`src/logic/sauria_seq_config.svh`:
```
// ===================================================================
// Configuration sequencer parameters
// Register counts per accelerator configuration region
// Region base offsets and fixed register offsets
// Launch word bit positions
// ===================================================================

`ifndef SAURIA_SEQ_CONFIG_SVH
`define SAURIA_SEQ_CONFIG_SVH

// Registers per region
`define SEQ_REGS_CON 4
`define SEQ_REGS_ACT 3
`define SEQ_REGS_WEI 3
`define SEQ_REGS_OUT 2
`define SEQ_N_CFG_REGS (`SEQ_REGS_CON + `SEQ_REGS_ACT + `SEQ_REGS_WEI + `SEQ_REGS_OUT)

// Region bases in the accelerator register map
`define SEQ_CON_BASE 13'h0010
`define SEQ_ACT_BASE 13'h0040
`define SEQ_WEI_BASE 13'h0080
`define SEQ_OUT_BASE 13'h00C0

`define SEQ_CTRL_OFFSET        13'h0000
`define SEQ_INTR_EN_OFFSET     13'h0004
`define SEQ_INTR_STATUS_OFFSET 13'h000C

// Launch word fields
`define SEQ_START_BIT  0
`define SEQ_ENABLE_BIT 1
`define SEQ_SWAP_BIT   16
`define SEQ_KEEP_A_BIT 17
`define SEQ_KEEP_B_BIT 18
`define SEQ_KEEP_C_BIT 19

`endif

```
`src/logic/sauria_seq_pkg.sv`:
```
// ===================================================================
// Shared types of the configuration sequencer
// Width typedefs, command and AXI4-Lite write structs
// Mode struct, region and sequence state enums
// ===================================================================

`include "sauria_seq_config.svh"

package sauria_seq_pkg;

    localparam int ADDR_W = 13;
    localparam int DATA_W = 32;
    // Enough to count every config write plus the interrupt block
    localparam int IDX_W  = $clog2(`SEQ_N_CFG_REGS + 4);

    typedef logic [ADDR_W-1:0] reg_addr_t;
    typedef logic [DATA_W-1:0] word_t;
    typedef logic [IDX_W-1:0]  reg_idx_t;

    typedef struct packed {
        logic no_start;
        logic keep_a;
        logic keep_b;
        logic keep_c;
    } seq_mode_t;

    typedef struct packed {
        logic      issue;
        reg_addr_t addr;
        word_t     data;
    } wr_cmd_t;

    typedef struct packed {
        logic        awvalid;
        logic [31:0] awaddr;
        logic        wvalid;
        word_t       wdata;
        logic        bready;
    } axil_wr_req_t;

    typedef struct packed {
        logic awready;
        logic wready;
        logic bvalid;
    } axil_wr_rsp_t;

    typedef enum logic [2:0] {
        MAIN,
        ACT,
        WEI,
        OUT,
        INTR
    } cfg_region_e;

    typedef enum logic [3:0] {
        IDLE,
        WALK,
        SYNC_RESP,
        LAUNCH,
        LAUNCH_RESP,
        WAIT_IRQ,
        CLEAR,
        CLEAR_RESP,
        DONE
    } seq_state_e;

endpackage

```
`src/logic/axil_write_port.sv`:
```
// ===================================================================
// AXI4-Lite write port
// One write in flight on the AW/W channels at a time
// Address and data handshakes complete independently
// Counter of write responses still outstanding on B
// ===================================================================

`timescale 1ns/1ps

module axil_write_port (
    input  logic                         clk,
    input  logic                         rst,
    input  sauria_seq_pkg::wr_cmd_t      cmd,
    input  sauria_seq_pkg::axil_wr_rsp_t rsp,
    output sauria_seq_pkg::axil_wr_req_t req,
    output logic                         wr_accepted,
    output logic                         resp_idle
);

    import sauria_seq_pkg::*;

    logic      busy;
    logic      addr_sent;
    logic      data_sent;
    logic      aw_done;
    logic      w_done;
    reg_addr_t addr_q;
    word_t     data_q;
    reg_idx_t  outstanding;

    always_comb begin
        req.awvalid = busy && !addr_sent;
        req.awaddr  = 32'(addr_q);
        req.wvalid  = busy && !data_sent;
        req.wdata   = data_q;
        // Responses are always taken
        req.bready  = 1'b1;
    end

    // Each channel is done once its handshake happened, now or earlier
    assign aw_done     = addr_sent || (req.awvalid && rsp.awready);
    assign w_done      = data_sent || (req.wvalid && rsp.wready);
    assign wr_accepted = busy && aw_done && w_done;
    assign resp_idle   = (outstanding == '0);

    always_ff @(posedge clk) begin
        if (cmd.issue) begin
            addr_q <= cmd.addr;
            data_q <= cmd.data;
        end
    end

    always_ff @(posedge clk) begin
        if (rst) begin
            busy      <= 1'b0;
            addr_sent <= 1'b0;
            data_sent <= 1'b0;
        end else if (cmd.issue) begin
            busy      <= 1'b1;
            addr_sent <= 1'b0;
            data_sent <= 1'b0;
        end else if (wr_accepted) begin
            busy      <= 1'b0;
            addr_sent <= 1'b0;
            data_sent <= 1'b0;
        end else begin
            addr_sent <= aw_done;
            data_sent <= w_done;
        end
    end

    always_ff @(posedge clk) begin
        if (rst) begin
            outstanding <= '0;
        end else begin
            case ({wr_accepted, rsp.bvalid && req.bready})
                2'b10:   outstanding <= outstanding + 1'b1;
                2'b01:   outstanding <= outstanding - 1'b1;
                default: outstanding <= outstanding;
            endcase
        end
    end

    // The command source must wait for the previous acceptance
    a_no_issue_when_busy: assert property (@(posedge clk) disable iff (rst)
        cmd.issue |-> !busy)
        else $error("write command issued while port busy");

    // Target must not answer a write that was never accepted
    a_no_resp_underflow: assert property (@(posedge clk) disable iff (rst)
        rsp.bvalid |-> (outstanding != '0))
        else $error("write response without outstanding write");

endmodule

```
`src/logic/cfg_write_walker.sv`:
```
// ===================================================================
// Configuration write walker
// Steps through the main, activation, weight and partial-sum regions
// followed by the interrupt-enable block
// One write command per accepted write
// ===================================================================

`timescale 1ns/1ps

`include "sauria_seq_config.svh"

module cfg_write_walker (
    input  logic                                          clk,
    input  logic                                          rst,
    input  logic                                          walk_start,
    input  logic                                          wr_accepted,
    input  sauria_seq_pkg::word_t [`SEQ_N_CFG_REGS-1:0] cfg_words,
    output sauria_seq_pkg::wr_cmd_t                       cfg_cmd,
    output logic                                          walk_done
);

    import sauria_seq_pkg::*;

    cfg_region_e                    region;
    reg_addr_t                      addr;
    reg_idx_t                       count;
    reg_idx_t                       idx;
    logic                           active;
    logic                           issue_q;
    logic                           last_write;
    word_t [`SEQ_N_CFG_REGS-1:0]   words_q;

    assign last_write = (region == INTR) && (count == '0);
    assign walk_done  = active && wr_accepted && last_write;

    always_comb begin
        cfg_cmd.issue = issue_q;
        cfg_cmd.addr  = addr;
        // Interrupt block: enables at 0x4 and 0x8, status cleared at 0xC
        if (region == INTR) begin
            cfg_cmd.data = (count != '0) ? 32'd1 : 32'd0;
        end else begin
            cfg_cmd.data = words_q[idx];
        end
    end

    always_ff @(posedge clk) begin
        if (walk_start) begin
            words_q <= cfg_words;
        end
    end

    always_ff @(posedge clk) begin
        if (rst) begin
            active  <= 1'b0;
            issue_q <= 1'b0;
            region  <= MAIN;
            addr    <= '0;
            count   <= '0;
            idx     <= '0;
        end else begin
            issue_q <= 1'b0;
            if (walk_start) begin
                active  <= 1'b1;
                issue_q <= 1'b1;
                region  <= MAIN;
                addr    <= `SEQ_CON_BASE;
                count   <= reg_idx_t'(`SEQ_REGS_CON - 1);
                idx     <= '0;
            end else if (active && wr_accepted) begin
                idx <= idx + 1'b1;
                if (last_write) begin
                    active <= 1'b0;
                end else begin
                    issue_q <= 1'b1;
                    if (count == '0) begin
                        // Jump to the next region base
                        case (region)
                            MAIN: begin
                                region <= ACT;
                                addr   <= `SEQ_ACT_BASE;
                                count  <= reg_idx_t'(`SEQ_REGS_ACT - 1);
                            end
                            ACT: begin
                                region <= WEI;
                                addr   <= `SEQ_WEI_BASE;
                                count  <= reg_idx_t'(`SEQ_REGS_WEI - 1);
                            end
                            WEI: begin
                                region <= OUT;
                                addr   <= `SEQ_OUT_BASE;
                                count  <= reg_idx_t'(`SEQ_REGS_OUT - 1);
                            end
                            default: begin
                                region <= INTR;
                                addr   <= `SEQ_INTR_EN_OFFSET;
                                count  <= reg_idx_t'(2);
                            end
                        endcase
                    end else begin
                        addr  <= addr + 13'd4;
                        count <= count - 1'b1;
                    end
                end
            end
        end
    end

    // Next command only after an acceptance, never back to back
    a_issue_single_cycle: assert property (@(posedge clk) disable iff (rst)
        cfg_cmd.issue |=> !cfg_cmd.issue)
        else $error("walker issue held for two cycles");

endmodule

```
`src/logic/launch_fsm.sv`:
```
// ===================================================================
// Sequence controller
// Runs the config walk, waits for all responses, writes the launch word
// Clears the accelerator interrupt after a real launch
// Done pulse and idle-time interrupt forwarding
// ===================================================================

`timescale 1ns/1ps

`include "sauria_seq_config.svh"

module launch_fsm (
    input  logic                      clk,
    input  logic                      rst,
    input  logic                      fsm_start,
    input  logic                      irq_in,
    input  logic                      wr_accepted,
    input  logic                      resp_idle,
    input  logic                      walk_done,
    input  sauria_seq_pkg::seq_mode_t mode,
    input  sauria_seq_pkg::wr_cmd_t   cfg_cmd,
    output logic                      walk_start,
    output logic                      fsm_done,
    output logic                      fwd_irq,
    output sauria_seq_pkg::wr_cmd_t   port_cmd
);

    import sauria_seq_pkg::*;

    seq_state_e state;
    seq_mode_t  mode_q;
    logic       acked;
    logic       resp_back;
    word_t      launch_word;

    assign walk_start = (state == IDLE) && fsm_start;
    assign fsm_done   = (state == DONE);
    assign fwd_irq    = (state == IDLE) && irq_in;

    // Own write has been accepted and its response has drained
    assign resp_back = acked && resp_idle;

    always_comb begin
        launch_word                  = '0;
        launch_word[`SEQ_START_BIT]  = !mode_q.no_start;
        launch_word[`SEQ_ENABLE_BIT] = 1'b1;
        launch_word[`SEQ_SWAP_BIT]   = 1'b1;
        launch_word[`SEQ_KEEP_A_BIT] = mode_q.keep_a;
        launch_word[`SEQ_KEEP_B_BIT] = mode_q.keep_b;
        launch_word[`SEQ_KEEP_C_BIT] = mode_q.keep_c && !mode_q.no_start;
    end

    always_comb begin
        port_cmd = '0;
        case (state)
            WALK: port_cmd = cfg_cmd;
            LAUNCH: begin
                port_cmd.issue = 1'b1;
                port_cmd.addr  = `SEQ_CTRL_OFFSET;
                port_cmd.data  = launch_word;
            end
            CLEAR: begin
                port_cmd.issue = 1'b1;
                port_cmd.addr  = `SEQ_INTR_STATUS_OFFSET;
                port_cmd.data  = 32'd1;
            end
            default: port_cmd = '0;
        endcase
    end

    always_ff @(posedge clk) begin
        if (walk_start) begin
            mode_q <= mode;
        end
    end

    always_ff @(posedge clk) begin
        if (rst) begin
            state <= IDLE;
            acked <= 1'b0;
        end else begin
            if (wr_accepted) begin
                acked <= 1'b1;
            end else if (port_cmd.issue) begin
                acked <= 1'b0;
            end

            case (state)
                IDLE:        if (fsm_start) state <= WALK;
                WALK:        if (walk_done) state <= SYNC_RESP;
                SYNC_RESP:   if (resp_idle) state <= LAUNCH;
                LAUNCH:      state <= LAUNCH_RESP;
                LAUNCH_RESP: begin
                    if (resp_back) begin
                        state <= mode_q.no_start ? DONE : WAIT_IRQ;
                    end
                end
                WAIT_IRQ:    if (irq_in) state <= CLEAR;
                CLEAR:       state <= CLEAR_RESP;
                CLEAR_RESP:  if (resp_back) state <= DONE;
                DONE:        state <= IDLE;
                default:     state <= IDLE;
            endcase
        end
    end

    // Every write response is back when done pulses
    a_done_resp_idle: assert property (@(posedge clk) disable iff (rst)
        fsm_done |-> resp_idle)
        else $error("fsm_done with write responses outstanding");

endmodule

```
`src/logic/sauria_seq_top.sv`:
```
// ===================================================================
// Configuration sequencer top level
// Sequence controller, config walker and AXI4-Lite write port
// ===================================================================

`timescale 1ns/1ps

`include "sauria_seq_config.svh"

module sauria_seq_top (
    input  logic                                          clk,
    input  logic                                          rst,
    input  logic                                          fsm_start,
    output logic                                          fsm_done,
    input  logic                                          irq_in,
    output logic                                          fwd_irq,
    input  sauria_seq_pkg::seq_mode_t                     mode,
    input  sauria_seq_pkg::word_t [`SEQ_N_CFG_REGS-1:0] cfg_words,
    output sauria_seq_pkg::axil_wr_req_t                  axil_req,
    input  sauria_seq_pkg::axil_wr_rsp_t                  axil_rsp
);

    import sauria_seq_pkg::*;

    wr_cmd_t cfg_cmd;
    wr_cmd_t port_cmd;
    logic    walk_start;
    logic    walk_done;
    logic    wr_accepted;
    logic    resp_idle;

    launch_fsm u_fsm (
        .clk        (clk),
        .rst        (rst),
        .fsm_start  (fsm_start),
        .irq_in     (irq_in),
        .wr_accepted(wr_accepted),
        .resp_idle  (resp_idle),
        .walk_done  (walk_done),
        .mode       (mode),
        .cfg_cmd    (cfg_cmd),
        .walk_start (walk_start),
        .fsm_done   (fsm_done),
        .fwd_irq    (fwd_irq),
        .port_cmd   (port_cmd)
    );

    cfg_write_walker u_walker (
        .clk        (clk),
        .rst        (rst),
        .walk_start (walk_start),
        .wr_accepted(wr_accepted),
        .cfg_words  (cfg_words),
        .cfg_cmd    (cfg_cmd),
        .walk_done  (walk_done)
    );

    axil_write_port u_port (
        .clk        (clk),
        .rst        (rst),
        .cmd        (port_cmd),
        .rsp        (axil_rsp),
        .req        (axil_req),
        .wr_accepted(wr_accepted),
        .resp_idle  (resp_idle)
    );

endmodule

```
`config.mk`:
```
export PLATFORM = sky130hd
export DESIGN_NAME = sauria_seq_top
export DESIGN_NICKNAME = d
export VERILOG_FILES = /design/src/logic/sauria_seq_pkg.sv /design/src/logic/axil_write_port.sv /design/src/logic/cfg_write_walker.sv /design/src/logic/launch_fsm.sv /design/src/logic/sauria_seq_top.sv
export VERILOG_INCLUDE_DIRS = /design/src /design/src/logic
export SDC_FILE = /design/constraint.sdc
export NUM_CORES = 1
export LEC_CHECK = 0
export BUFFER_PORTS_ARGS = -buffer_cell sky130_fd_sc_hd__buf_2
export CAP_MARGIN = 10
export CORE_AREA = 8 8 189 191
export DETAILED_ROUTE_END_ITERATION = 8
export DIE_AREA = 0 0 197 199
export GPL_ROUTABILITY_DRIVEN = 0
export HOLD_SLACK_MARGIN = 0.15
export PLACE_DENSITY = 0.84
export REMOVE_ABC_BUFFERS = 1
export SLEW_MARGIN = 20
export SYNTH_ARGS = -nofsm -noshare
export SYNTH_HDL_FRONTEND = slang
export SYNTH_SLANG_ARGS = --single-unit
```
`constraint.sdc`:
```
create_clock -name clk -period 26.1 [get_ports clk]
set_input_delay 5.22 -clock clk [delete_from_list [all_inputs] [get_ports clk]]
set_output_delay 5.22 -clock clk [all_outputs]
set_load 0.02 [all_outputs]
```
# Word-level counts from Yosys, hierarchy flattened
# Cells that the tools add are included.
# W data, S select, Z words.
dict set report word_totals {
  elab_cells 128
  ff_bits 471
}
dict set report classes {
  n_lt_le_gt_ge 1
  n_mux 35
  reduce_logical 34
  bitwise 1
  addsub 5
  n_eq_ne 20
}
# cell n
set op_table {}
lappend op_table {{$pmux W46 S3} 1}
lappend op_table {{$bmux W32 S4} 1}
lappend op_table {{$mux W32} 2}
lappend op_table {{$mux W4} 8}
lappend op_table {{$pmux W4 S8} 1}
lappend op_table {{$pmux W8 S3} 1}
lappend op_table {{$eq A4 B3 Y1 const B} 4}
lappend op_table {{$mux W5} 3}
lappend op_table {{$add A13 B3 Y13 const B} 1}
lappend op_table {{$logic_and A1 B1 Y1} 13}
lappend op_table {{$mux W13} 1}
lappend op_table {{$logic_not A4 Y1} 3}
lappend op_table {{$mux W1} 11}
lappend op_table {{$pmux W3 S3} 1}
lappend op_table {{$add A4 B1 Y4 const B} 2}
lappend op_table {{$eq A4 B2 Y1 const B} 2}
lappend op_table {{$mux W2} 4}
lappend op_table {{$ne A2 B1 Y1 const B} 4}
lappend op_table {{$pmux W4 S2} 1}
lappend op_table {{$reduce_bool A2 Y1} 4}
lappend op_table {{$sub A4 B1 Y4 const B} 2}
lappend op_table {{$ne A2 B2 Y1 const B} 3}
lappend op_table {{$reduce_and A2 Y1} 3}
lappend op_table {{$reduce_and A6 Y1} 1}
lappend op_table {{16 further kinds} 19}

# Depth between registers and ports, before layout
# Gate-level depths: netlist of the first run.
dict set report logic_depth {
  depth_word 10
  ltp_mapped 9
  depth_no_buf 9
}

# Cells and area by module
# Synthesis of the first run repeated with hierarchy kept, for this count alone.
dict set report unflattened {
  hier_cells 1000
  hier_area_um2 18527.8
}
# mod area_per_inst_um2 instances seq_area_each_um2 cells_each
set modules_own_cells {}
lappend modules_own_cells {cfg_write_walker 15715.1 1 12051.6 769}
lappend modules_own_cells {axil_write_port 1889.3 1 1491.4 109}
lappend modules_own_cells {launch_fsm 923.4 1 220.2 122}

# Worst setup path before layout of the first run
# Ideal clock, no wire load.
dict set report synth_path {
  path_kind {input port to flip-flop}
  from {in fsm_start}
  to {reg u_fsm.mode_q (netlist bit u_fsm.launch_word[17]), enable pin}
  path_buffers 0
  t_required_ns 25.364
  t_arrival_ns 12.859
  path_slack_ns 12.505
  path_stages 2
  cell_sequence {nand3_1 > inv_1}
}
dict set report synth_between {
  elab_chain_cells 1
}
# element line
set synth_lines {}
lappend synth_lines {{start, declared} sauria_seq_top.sv:13} ;# input logic fsm_start,
lappend synth_lines {{$logic_and A1 B1 Y1} launch_fsm.sv:36} ;# assign walk_start = (state == IDLE) && fsm_start;
lappend synth_lines {{net u_fsm.walk_start} launch_fsm.sv:22} ;# output logic walk_start,
lappend synth_lines {{end signal, assigned} launch_fsm.sv:73} ;# mode_q <= mode;
lappend synth_lines {{end, declared} launch_fsm.sv:31} ;# seq_mode_t mode_q;
# The timed path passes the listed nets, and every way through them passes these cells.
# A chain may end at the register's enable or synchronous reset.

# Worst setup path after layout of the first run
dict set report layout_path {
  from {in irq_in}
  to {out fwd_irq}
}
dict set report layout_between {
  elab_chain_cells 1
}
# element line
set layout_lines {}
lappend layout_lines {{start, declared} sauria_seq_top.sv:15} ;# input logic irq_in,
lappend layout_lines {{$logic_and A1 B1 Y1} launch_fsm.sv:38} ;# assign fwd_irq = (state == IDLE) && irq_in;
lappend layout_lines {{end, declared} sauria_seq_top.sv:16} ;# output logic fwd_irq,
# Every way passes these cells.

==> results of run 1 <==
==> cells in the mapped netlist, drive strengths merged, types with 5 or more instances <==
cell	n
a211oi	5
a21oi	80
and2	12
buf	44
clkbuf	28
dfxtp	38
edfxtp	433
ha	6
inv	15
mux4	96
nand2	68
nand2b	5
nand3	7
nand4	5
nor2	61
nor3	10
o21ai	12
o22ai	6
o31ai	5
xnor2	11
xor2	6
==> path summary, 6_finish.rpt <==
check | startpoint | to | slack (ns) | cells past startpoint
worst max-delay path | irq_in | fwd_irq | 15.26 | 3
worst max register to register | u_fsm.state[3]$_SDFFE_PP0P_ | u_walker.words_q[362]$_DFFE_PP_ | 22.11 | 5
worst min register to register | u_walker.addr[0]$_SDFFE_PP0P_ | u_walker.addr[0]$_SDFFE_PP0P_ | 0.43 | 2
worst min-delay path | u_walker.addr[0]$_SDFFE_PP0P_ | u_walker.addr[0]$_SDFFE_PP0P_ | 0.43 | 2
==> flip-flops by register name, summed over array words and instances (netlist names), 2 cells and up <==
| register | count |
|---|---|
| u_port.data_q | 32 |
| u_fsm.mode_q | 2 |
| u_port.outstanding | 4 |
| u_fsm.launch_word | 2 |
| u_walker.addr | 13 |
| u_port.addr_q | 13 |
| u_walker.idx | 4 |
| u_fsm.state | 4 |
| u_walker.words_q | 384 |
| u_walker.region | 3 |
| u_walker.count | 4 |
==> cell families after synthesis <==
| logic type | after synthesis | share of synthesized area [%] |
|---|---|---|
| fa+ha+maj | 7 | 0.5194 |
| flops | 471 | 75.17 |
| xor+xnor | 17 | 0.8132 |
| buf+inv | 88 | 2.399 |
| compound gates | 126 | 4.059 |
| simple gates | 192 | 5.023 |
| other cells | 2 | 0.04102 |
| mux | 99 | 11.97 |
==> power groups by stage <==
stage | logic (uW) | registers, uW | clock network, uW
2_1_floorplan | 188 | 1180 | 0
3_3_place_gp | 298 | 1110 | 0
3_5_place_dp | 308 | 1120 | 0
4_1_cts | 310 | 1110 | 717
5_1_grt | 334 | 1120 | 745
6_report | 309 | 1110 | 708
==> cell type report <==
cell class	count	area, um2
fill	2060	10300
tap	448	560.5
sequential	471	13770
clock buffer	65	1348
timing repair buffer	451	2290
clock inverter	24	314.1
inverter	16	67.56
multi-input combinational	461	4195
antenna	5	12.51
==> through the flow <==
step / cell area [um2] / hold WS [ns] / utilization [%]
global placement: 20890 / 0.4117 / 63.56
finish: 22560 / 0.4252 / 68.65
detailed placement: 20890 / 0.4165 / 63.56
global route: 22560 / 0.4517 / 68.65
floorplan: 18000 / 0.4037 / -
CTS: 22550 / 0.4254 / 68.61
==> routing by layer <==
metal  vias to the layer above  wire length (um)  GRT usage (%)
li1                       4814                 -              -
met1                      5449             16900          27.09
met2                       616             25300          42.75
met3                        94              4004          5.481
met4                         0              1115          6.631
met5                         -                 0              0
==> worst max-delay path, stage by stage <==
cell,delay (ns)
sky130_fd_sc_hd__buf_2,0.11
sky130_fd_sc_hd__and3_1,0.14
sky130_fd_sc_hd__buf_2,0.15
==> summary.md, run 1 <==
| Metric | Value |
|---|---|
| Worst min-delay path category | `flip-flop to flip-flop` |
| Synth Register Bits | `471` |
| Unrepaired setup endpoints after global routing | `false` |
| Number of global-route vias before repair | `11.68k` |
| Die area | `around 0.04 mm2` |
| Setup violations, final | `0` |
| Fin. max-slew vios | `0` |
| Clock tree from TritonCTS | `done` |
| Cell internal pwr | `approximately 1600 uW` |
| Synth warn | `0` |
| Number of buffer cells added on primary ports | `roughly 440` |
| Pre-CTS worst setup slack | `15.28 ns` |
| Power dissipated by switching net loads | `529.1 uW` |
| Total length of routed wires | `47320 um` |
| Commonest non-fill, non-tap cells in the layout | `sky130_fd_sc_hd__buf_2, sky130_fd_sc_hd__edfxtp_1, sky130_fd_sc_hd__mux4_2` |
| Net switching share of the total power | `between 20% and 30%` |
| Total placed cells including tap cells | `about 1.8k` |
| Arrival time at the worst endpoint | `around 5.6 ns` |
| Worst IR Drop VDD | `around 0.08 mV` |
| Largest buffer count on any clock path | `3` |
| Post-CTS resize count | `0` |
| Post-synth ARST share | `0%` |
| Sequential fraction of the synthesis area | `75.17%` |
| Count of flip-flops with a built-in enable after synthesis | `~430` |
| Leading register cell type out of synthesis | `sky130_fd_sc_hd__edfxtp_1` |
| Share of the cycle needed by the critical path after routing | `slightly above 40%` |
| Area growth syn-to-layout | `23.22%` |
| Drt pass-1 iters | `5` |
| Clock slew at reported path FFs | `0.06 ns` |
| Wire length of the first global-routing pass | `between 60000 and 70000 um` |
| Worst slew margin relative to its limit | `between 20% and 30%` |
| LEAKAGE | `0.008310 uW` |
| Post-Synthesis Cell Area | `roughly 0.018 mm2` |
| Antenna Nets Post-Route | `0` |
| Final hold vios | `0` |
| Cts hold-fix bufs | `0` |
| Least-Margin Pin Slew | `1.066 ns` |
| Routed WL per cell | `~24 um` |
| Area share of the leading cell type in the synthesized netlist | `a little under three quarters` |
| Power per cell area | `roughly 94 mW/mm2` |
| Total negative slack for setup checks | `0 ns` |
| Placeable core area | `~0.033 mm2` |
| Ports | `roughly 460` |
| Count of clock tree sinks | `between 400 and 500` |
| Vias per std cell | `~5.7` |
| Endpoint required time on the critical path | `between 20 and 25 ns` |
| Sum of internal, switching and leakage power | `roughly 2100 uW` |
| Crit path time final | `roughly 11 ns` |
| Post-route worst setup slack | `~15 ns` |
| Number of DRC markers in iteration 0 | `roughly 1.1k` |
| Count of distinct cell types in the synthesized netlist | `57` |
| Final nets | `~1.9k` |
| Post-Syn Instances | `about 1k` |
| Floorplan row count | `67` |
| Relative contribution of the clock network to total power | `between 30% and 40%` |
| Clock root buffer master | `sky130_fd_sc_hd__clkbuf_16` |
| Number of clock buffers inserted by TritonCTS | `48` |
| Crit path capture type | `primary output` |
| Maximum clock frequency | `slightly above 0.09 GHz` |
| Clock insertion delay at the later pin of the skew report | `0.56 ns` |
| Share of power burned in combinational logic | `~14%` |
| Count of placed standard cells in the final layout, fillers left out | `1941` |
| Run status | `completed` |
| HPWL reported at the end of detailed placement | `around 33000 um` |
| Post-route clock skew | `0.02170 ns` |
| Setup repair bufs after CTS | `0` |
| Cell taking the most area after synthesis | `sky130_fd_sc_hd__edfxtp_1` |
| Number of antenna violations at the first check in global routing | `6` |
| Total congestion overflow | `0` |
| Crit Path Class | `input port to primary output` |
| Mean instance size in the synthesized netlist | `roughly 18 um2` |
| Routed via count | `around 11k` |
| Width of the chip | `197 um` |
| Largest net degree at the start of global routing | `~190` |
| Die height | `roughly 200 um` |
| Share of power burned in registers | `between 50% and 60%` |
| Share of final-layout standard cells stronger than drive strength 1 | `43.01%` |
| Startpoint Class | `input port` |
| Post-route DRC | `0` |
| Top cells by area, synth | `sky130_fd_sc_hd__edfxtp_1, sky130_fd_sc_hd__mux4_2, sky130_fd_sc_hd__dfxtp_1, sky130_fd_sc_hd__a21oi_1, sky130_fd_sc_hd__nand2_1` |
| Most frequent standard cell in the layout excluding fill and tap cells | `sky130_fd_sc_hd__buf_2` |
| Total track usage | `between 20% and 30%` |
| Starting utilization of the core area | `between 50% and 60%` |
| Max H-tree Level | `2` |
| Critical path fanouts, max | `2` |
| Maxcap violations | `0` |
(Power assumes the default switching activity.)
==> run 2, diff against run 1 <==
--- a/config.mk
+++ b/config.mk
@@ -8,12 +8,12 @@
 export LEC_CHECK = 0
 export BUFFER_PORTS_ARGS = -buffer_cell sky130_fd_sc_hd__buf_2
 export CAP_MARGIN = 10
-export CORE_AREA = 8 8 189 191
+export CORE_AREA = 8 8 195 197
 export DETAILED_ROUTE_END_ITERATION = 8
-export DIE_AREA = 0 0 197 199
+export DIE_AREA = 0 0 203 205
 export GPL_ROUTABILITY_DRIVEN = 0
 export HOLD_SLACK_MARGIN = 0.15
-export PLACE_DENSITY = 0.84
+export PLACE_DENSITY = 0.79
 export REMOVE_ABC_BUFFERS = 1
 export SLEW_MARGIN = 20
 export SYNTH_ARGS = -nofsm -noshare
==> constraint.sdc (replaced) <==
create_clock -name clk -period 10.55 [get_ports clk]
set_input_delay 2.11 -clock clk [delete_from_list [all_inputs] [get_ports clk]]
set_output_delay 2.11 -clock clk [all_outputs]
set_load 0.02 [all_outputs]
==> run 2 against run 1 <==
Effect of this change:
- clock skew down 0.0090 ns
- worst hold slack better by 0.0055 ns
- core utilization down 3.9 points
- critical endpoint unchanged
- final cell count up 0.82%
- routed wire length down 0.81%
- die area up 6.2%
- critical path depth unchanged
==> summary.md, run 2 (synthesized netlist as in run 1, its figures left out) <==
| Metric | Value |
|---|---|
| Run status | `completed` |
| Total negative slack for setup checks | `0 ns (unchanged)` |
| Detailed route wirelength on metal3 | `4006 um (about the same)` |
| Setup violations, final | `0 (unchanged)` |
| Post-CTS resize count | `0 (unchanged)` |
| Least-Margin Pin Slew | `1.158 ns (+0.09181 ns)` |
| Cts hold-fix bufs | `0 (unchanged)` |
| Register bank with the most flops | `u_walker.words_q` |
| Max H-tree Level | `2 (unchanged)` |
| Ports | `464 (unchanged)` |
| Highest Signal Layer | `met5` |
| Drt pass-1 iters | `5 (unchanged)` |
| Worst min-delay path category | `flip-flop to flip-flop` |
| Vias per std cell | `5.506 (-2.6%)` |
| Number of DRC markers in iteration 0 | `779 (-27%)` |
| Relative contribution of the clock network to total power | `34.4% (+1.1 points)` |
| Number of antenna violations at the first check in global routing | `12 (+6)` |
| Die height | `205 um (+3.0%)` |
| Share of final-layout standard cells stronger than drive strength 1 | `43.18% (+0.17 points)` |
| Worst slew margin relative to its limit | `22.81% (-6.0 points)` |
| Sum of internal, switching and leakage power | `5341 uW (+150%)` |
| Maximum clock frequency | `between 0.2 and 0.25 GHz` |
| Critical register-to-register path startpoint | `u_fsm.state[3]$_SDFFE_PP0P_` |
| Max FFs per register | `384 (unchanged)` |
| Leading registers by flop count | `u_walker.words_q (384), u_port.data_q (32)` |
| Width of the chip | `203 um (+3.0%)` |
| Total track usage | `21.75% (-1.6 points)` |
| Antenna Nets Post-Route | `0 (unchanged)` |
| Critical path fanouts, max | `2 (unchanged)` |
| Post-route clock skew | `0.01274 ns (-0.008955 ns)` |
| Detailed route wirelength on metal2 | `24580 um (-2.9%)` |
| Endpoint required time on the critical path | `8.44 ns (-12.44 ns)` |
| Unrepaired setup endpoints after global routing | `false` |
| Final hold vios | `0 (unchanged)` |
| Worst IR Drop VDD | `0.2267 mV (+190%)` |
| Fill cells | `2389 (+16%)` |
| Total placed cells including tap cells | `1861 (+0.76%)` |
| HPWL reported at the end of detailed placement | `31790 um (-2.5%)` |
| Crit Path Class | `input port to primary output` |
| Arrival time at the worst endpoint | `2.49 ns (-3.13 ns)` |
| Reg2reg setup slack | `7.43 ns (-14.68 ns)` |
| Total routed wire length on the met1 layer | `17040 um (+0.80%)` |
| Placeable core area | `0.03496 mm2 (+6.4%)` |
| Power per cell area | `235.8 mW/mm2 (+150%)` |
| Share of power burned in registers | `51.3% (-0.9 points)` |
| Fin. max-slew vios | `0 (unchanged)` |
| Wire length of the first global-routing pass | `68280 um (+0.13%)` |
| Largest net degree at the start of global routing | `193 (+2.7%)` |
| Routed via count | `10.78k (-1.8%)` |
| Worst-case hold slack | `0.4307 ns (+0.005477 ns)` |
| Commonest non-fill, non-tap cells in the layout | `sky130_fd_sc_hd__buf_2, sky130_fd_sc_hd__edfxtp_1, sky130_fd_sc_hd__mux4_2` |
| Maxcap violations | `0 (unchanged)` |
| Hold path depth | `2 (unchanged)` |
| Length in cells of the worst reg-to-reg path | `4 (-1)` |
| Capturing element of the worst setup path | `fwd_irq` |
| Starting utilization of the core area | `52.36% (-3.4 points)` |
| Capture point of the worst reg-to-reg path | `u_walker.words_q[137]$_DFFE_PP_` |
| Clock slew at reported path FFs | `0.06 ns (about the same)` |
| Clock root buffer master | `sky130_fd_sc_hd__clkbuf_16` |
| Routed WL per cell | `23.98 um (-1.6%)` |
| Number of global-route vias before repair | `11.55k (-1.0%)` |
| Total congestion overflow | `0 (unchanged)` |
| Crit path time final | `between 4 and 5 ns` |
| Final nets | `1852 (+0.054%)` |
| Cell internal pwr | `4020 uW (+150%)` |
| LEAKAGE | `0.008349 uW (+0.47%)` |
| Share of power burned in combinational logic | `14.4% (about the same)` |
| Crit path capture type | `primary output` |
| Post-route DRC | `0 (unchanged)` |
| Largest buffer count on any clock path | `3 (unchanged)` |
| Setup repair bufs after CTS | `0 (unchanged)` |
| Share of the cycle needed by the critical path after routing | `between 40% and 50%` |
| Clock tree from TritonCTS | `done` |
| Count of placed standard cells in the final layout, fillers left out | `1957 (+0.82%)` |
| Floorplan row count | `69 (+3.0%)` |
| Number of clock buffers inserted by TritonCTS | `48 (unchanged)` |
| Clock insertion delay at the later pin of the skew report | `0.56 ns (about the same)` |
| Number of buffer cells added on primary ports | `443 (unchanged)` |
| Net switching share of the total power | `24.74% (-0.14 points)` |
| Die area | `0.04162 mm2 (+6.2%)` |
| Startpoint Class | `input port` |
| Most frequent standard cell in the layout excluding fill and tap cells | `sky130_fd_sc_hd__buf_2` |
| Power dissipated by switching net loads | `1322 uW (+150%)` |
| Area growth syn-to-layout | `23.73%` |
| Launching instance or port of the critical path | `irq_in` |
| Total length of routed wires | `46940 um (-0.81%)` |
| Count of clock tree sinks | `471 (unchanged)` |
[run 2: cell types whose count changed in the layout (fill, tap and decap cells not counted), sizes merged]
cell    before  now
clkbuf      65   59
bufinv       7   11
inv         16   19
diode        5    7
buf        451  452
clkinv      15   14
[run 2: layer usage]
layer  global-route usage (%)  vias up
li1                         -     4820
met5                        0        -
met3                    5.740       81
met2                    38.05      555
met4                    8.133       10
met1                    25.63     5309
[run 2: area by class of cell]
cell class              count  area, um2  area share, %
diodes                      7      17.52        0.07733
clock buffers              59       1284          5.667
clock inverters            30      437.9          1.933
inverters                  16      67.56         0.2983
multi-input cells         461       4195          18.52
flip-flops and latches    471      13770          60.80
well taps                 461      576.8          2.546
repair buffers            452       2301          10.16
[run 2: critical path, stage by stage]
cell and delay, ns:
sky130_fd_sc_hd__buf_2 0.10, sky130_fd_sc_hd__and3_1 0.13, sky130_fd_sc_hd__buf_2 0.15
[run 2: how the worst min path moves through the flow]
stage | from | to | slack, ns
floorplan | u_walker.addr[0]$_SDFFE_PP0P_ | u_walker.addr[0]$_SDFFE_PP0P_ | 0.40
global placement | u_walker.addr[1]$_SDFFE_PP0P_ | u_walker.addr[1]$_SDFFE_PP0P_ | 0.41
detailed placement | u_walker.addr[1]$_SDFFE_PP0P_ | u_walker.addr[1]$_SDFFE_PP0P_ | 0.42
CTS | u_walker.addr[1]$_SDFFE_PP0P_ | u_walker.addr[1]$_SDFFE_PP0P_ | 0.43
global route | u_walker.addr[1]$_SDFFE_PP0P_ | u_walker.addr[1]$_SDFFE_PP0P_ | 0.44
finish | u_walker.addr[1]$_SDFFE_PP0P_ | u_walker.addr[1]$_SDFFE_PP0P_ | 0.43
[run 2: metrics by stage]
stage,cell area [um2],utilization (%),worst slack (ns)
2_1_floorplan,18000,-,0.06486
3_3_place_gp,20910,59.80,5.942
3_5_place_dp,20910,59.80,5.920
4_1_cts,22630,64.73,5.944
5_1_grt,22650,64.77,5.933
6_report,22650,64.79,5.948
[run 2: power by group through the flow]
stage	logic, uW	registers (uW)	clock network [uW]
2_1_floorplan	465	2920	0
3_3_place_gp	744	2740	0
3_5_place_dp	764	2770	0
4_1_cts	769	2740	1860
5_1_grt	828	2770	1930
6_report	767	2740	1840
==> run 3, diff against run 2 <==
--- a/config.mk
+++ b/config.mk
@@ -8,12 +8,12 @@
 export LEC_CHECK = 0
 export BUFFER_PORTS_ARGS = -buffer_cell sky130_fd_sc_hd__buf_2
 export CAP_MARGIN = 10
-export CORE_AREA = 8 8 195 197
+export CORE_AREA = 8 8 205 207
 export DETAILED_ROUTE_END_ITERATION = 8
-export DIE_AREA = 0 0 203 205
+export DIE_AREA = 0 0 213 215
 export GPL_ROUTABILITY_DRIVEN = 0
 export HOLD_SLACK_MARGIN = 0.15
-export PLACE_DENSITY = 0.79
+export PLACE_DENSITY = 0.75
 export REMOVE_ABC_BUFFERS = 1
 export SLEW_MARGIN = 20
 export SYNTH_ARGS = -nofsm -noshare
==> constraint.sdc (replaced) <==
create_clock -name clk -period 4.1 [get_ports clk]
set_input_delay 0.82 -clock clk [delete_from_list [all_inputs] [get_ports clk]]
set_output_delay 0.82 -clock clk [all_outputs]
set_load 0.02 [all_outputs]
==> run 3 against run 2 <==
Effect of this change:
- design area increased by 0.13%
- core utilization fell by 6.6 points
- die area is 10% higher
- register-to-register slack lost 5.9 ns
- global-route usage is 1.8 points lower
- non-clock buffer count rose by 5
- sequential cell count unchanged
- clock-buffer cell count up 5
- largest power group unchanged
- final cell count up 3.2%
==> summary.md, run 3 (synthesized netlist as in run 1, its figures left out) <==
| Metric | Value |
|---|---|
| Slowest CP cell | `sky130_fd_sc_hd__nor2_4` |
| Die height | `215 um (+4.9%)` |
| Arrival time at the worst endpoint | `2.99 ns (+0.50 ns)` |
| Fill cells | `2977 (+25%)` |
| Post-route clock skew | `0.03034 ns (+0.01759 ns)` |
| Top Family by Delay on Critical Path | `simple AND/OR/NAND/NOR gates` |
| Area occupied by multi-input gates | `0.004195 mm2 (unchanged)` |
| Antenna Nets Post-Route | `0 (unchanged)` |
| Max FFs per register | `384 (unchanged)` |
| Crit Path Class | `flip-flop to flip-flop` |
| Total negative slack for setup checks | `0 ns (unchanged)` |
| Worst slew margin relative to its limit | `29.53% (+6.7 points)` |
| Final hold vios | `0 (unchanged)` |
| Ports | `464 (unchanged)` |
| Count of placed standard cells in the final layout, fillers left out | `2019 (+3.2%)` |
| Ordered list of cells on the worst path | `buf_4 -> inv_1 -> nor2_4 -> a21oi_1 -> nor2_1` |
| Setup violations, final | `0 (unchanged)` |
| Worst-case hold slack | `0.4095 ns (-0.02121 ns)` |
| Final nets | `1857 (+0.27%)` |
| Number of global-route vias before repair | `11.70k (+1.2%)` |
| Placed Area | `0.02113 mm2 (+1.0%)` |
| Number of DRC markers in iteration 0 | `808 (+3.7%)` |
| Number of antenna violations at the first check in global routing | `6 (-6)` |
| Area of all sequential standard cells | `0.01377 mm2 (unchanged)` |
| Leading registers by flop count | `u_walker.words_q (384), u_port.data_q (32)` |
| Clock tree from TritonCTS | `done` |
| Unrepaired setup endpoints after global routing | `false` |
| Area growth syn-to-layout | `23.89%` |
| Max H-tree Level | `2 (unchanged)` |
| Floorplan row count | `73 (+5.8%)` |
| Total length of routed wires | `47140 um (+0.43%)` |
| Power per cell area | `589.4 mW/mm2 (+150%)` |
| Width of the chip | `213 um (+4.9%)` |
| HPWL reported at the end of detailed placement | `32970 um (+3.7%)` |
| Routed via count | `10.75k (-0.24%)` |
| Post-CTS resize count | `0 (unchanged)` |
| Vias per std cell | `5.324 (-3.3%)` |
| Setup repair bufs after CTS | `0 (unchanged)` |
| Total congestion overflow | `0 (unchanged)` |
| Crit path capture type | `flip-flop` |
| Starting utilization of the core area | `46.94% (-5.4 points)` |
| Maxcap violations | `0 (unchanged)` |
| Commonest non-fill, non-tap cells in the layout | `sky130_fd_sc_hd__buf_2, sky130_fd_sc_hd__edfxtp_1, sky130_fd_sc_hd__mux4_2` |
| Post-route DRC | `0 (unchanged)` |
| Cts hold-fix bufs | `0 (unchanged)` |
| LEAKAGE | `0.008310 uW (-0.47%)` |
| Worst stage delay on the critical path | `0.92 ns (+0.77 ns)` |
| Run status | `completed` |
| Routed WL per cell | `23.35 um (-2.6%)` |
| Drt pass-1 iters | `5 (unchanged)` |
| Worst IR Drop VDD | `0.4238 mV (+87%)` |
| Total track usage | `19.95% (-1.8 points)` |
| Share of the cycle needed by the critical path after routing | `62.64%` |
| Crit path time final | `around 2.6 ns` |
| Post-Layout Inst Area | `0.02268 mm2 (+0.13%)` |
| Endpoint required time on the critical path | `4.52 ns (-3.92 ns)` |
| Placeable core area | `0.03900 mm2 (+12%)` |
| Fin. max-slew vios | `0 (unchanged)` |
| Clock slew at reported path FFs | `0.06 ns (about the same)` |
| Worst path bufs/invs | `2 (unchanged)` |
| Wire length of the first global-routing pass | `68210 um (about the same)` |
| Clock root buffer master | `sky130_fd_sc_hd__clkbuf_16` |
| Worst min-delay path category | `input port to flip-flop` |
| Most frequent standard cell in the layout excluding fill and tap cells | `sky130_fd_sc_hd__buf_2` |
| Number of buffer cells added on primary ports | `443 (unchanged)` |
| Number of clock buffers inserted by TritonCTS | `48 (unchanged)` |
| Count of clock tree sinks | `471 (unchanged)` |
| Total placed cells including tap cells | `1930 (+3.7%)` |
| Fraction of the core area covered by cells at the end of the flow | `58.16% (-6.6 points)` |
| Largest buffer count on any clock path | `3 (unchanged)` |
| Startpoint Class | `flip-flop` |
| Least-Margin Pin Slew | `1.055 ns (-0.1034 ns)` |
| Maximum clock frequency | `between 0.3 and 0.4 GHz` |
| Die area | `0.04580 mm2 (+10%)` |
| Clock insertion delay at the later pin of the skew report | `0.58 ns (+0.02 ns)` |
| Largest net degree at the start of global routing | `96 (-50%)` |
| Share of final-layout standard cells stronger than drive strength 1 | `42.90% (-0.29 points)` |
| Register bank with the most flops | `u_walker.words_q` |
| Critical path fanouts, max | `29 (+27)` |
run 3: changes by cell type in the layout (fill, tap and decap cells not counted), moves of 2 or more:
cell,previous run,this run
sky130_fd_sc_hd__buf_12,1,9
sky130_fd_sc_hd__bufinv_16,11,5
sky130_fd_sc_hd__clkbuf_1,8,14
sky130_fd_sc_hd__diode_2,7,2
sky130_fd_sc_hd__clkinv_2,9,6
sky130_fd_sc_hd__buf_4,7,5
sky130_fd_sc_hd__inv_6,2,4
run 3: metal layers:
metal / share of wire (%) / wire length [um] / vias to the layer above / GRT usage [%]
met4: 2.3 / 1074 / 6 / 6.213
met1: 37 / 17310 / 5332 / 23.86
met5: 0.078 / 37 / - / 0
li1: - / - / 4821 / -
met3: 8.8 / 4135 / 71 / 5.036
met2: 52 / 24590 / 519 / 34.93
run 3: stage by stage:
stage / setup WS, ns / power [uW]
final: 1.532 / 13370
after global routing: 1.325 / 13910
after CTS: 1.490 / 13500
after detailed placement: 1.321 / 9186
after global placement: 1.308 / 9059
after floorplan: -5.095 / 7860
run 3: where the power goes:
group          leakage [uW]  total (uW)  switching [uW]  internal, uW
clock network      0.000752        4300            1760          2540
logic               0.00313        2060            1280           783
registers           0.00443        7010             334          6670
run 3: area by class of cell:
| type | instances | area share [%] |
|---|---|---|
| clock inverters | 23 | 1.136 |
| flip-flops and latches | 471 | 60.72 |
| diodes | 2 | 0.02206 |
| inverters | 16 | 0.2979 |
| multi-input cells | 461 | 18.50 |
| repair buffers | 457 | 10.73 |
| well taps | 525 | 2.896 |
| clock buffers | 64 | 5.698 |
run 3: path summary, 6_finish.rpt:
check	endpoint	slack, ns	cells past startpoint	start
max	u_port.data_q[5]$_DFFE_PP_	1.53	5	u_walker.idx[2]$_SDFFE_PP0P_
min	u_walker.words_q[93]$_DFFE_PP_	0.41	1	cfg_words[93]
max reg2reg	u_port.data_q[5]$_DFFE_PP_	1.53	5	u_walker.idx[2]$_SDFFE_PP0P_
min reg2reg	u_walker.addr[0]$_SDFFE_PP0P_	0.42	2	u_walker.addr[0]$_SDFFE_PP0P_
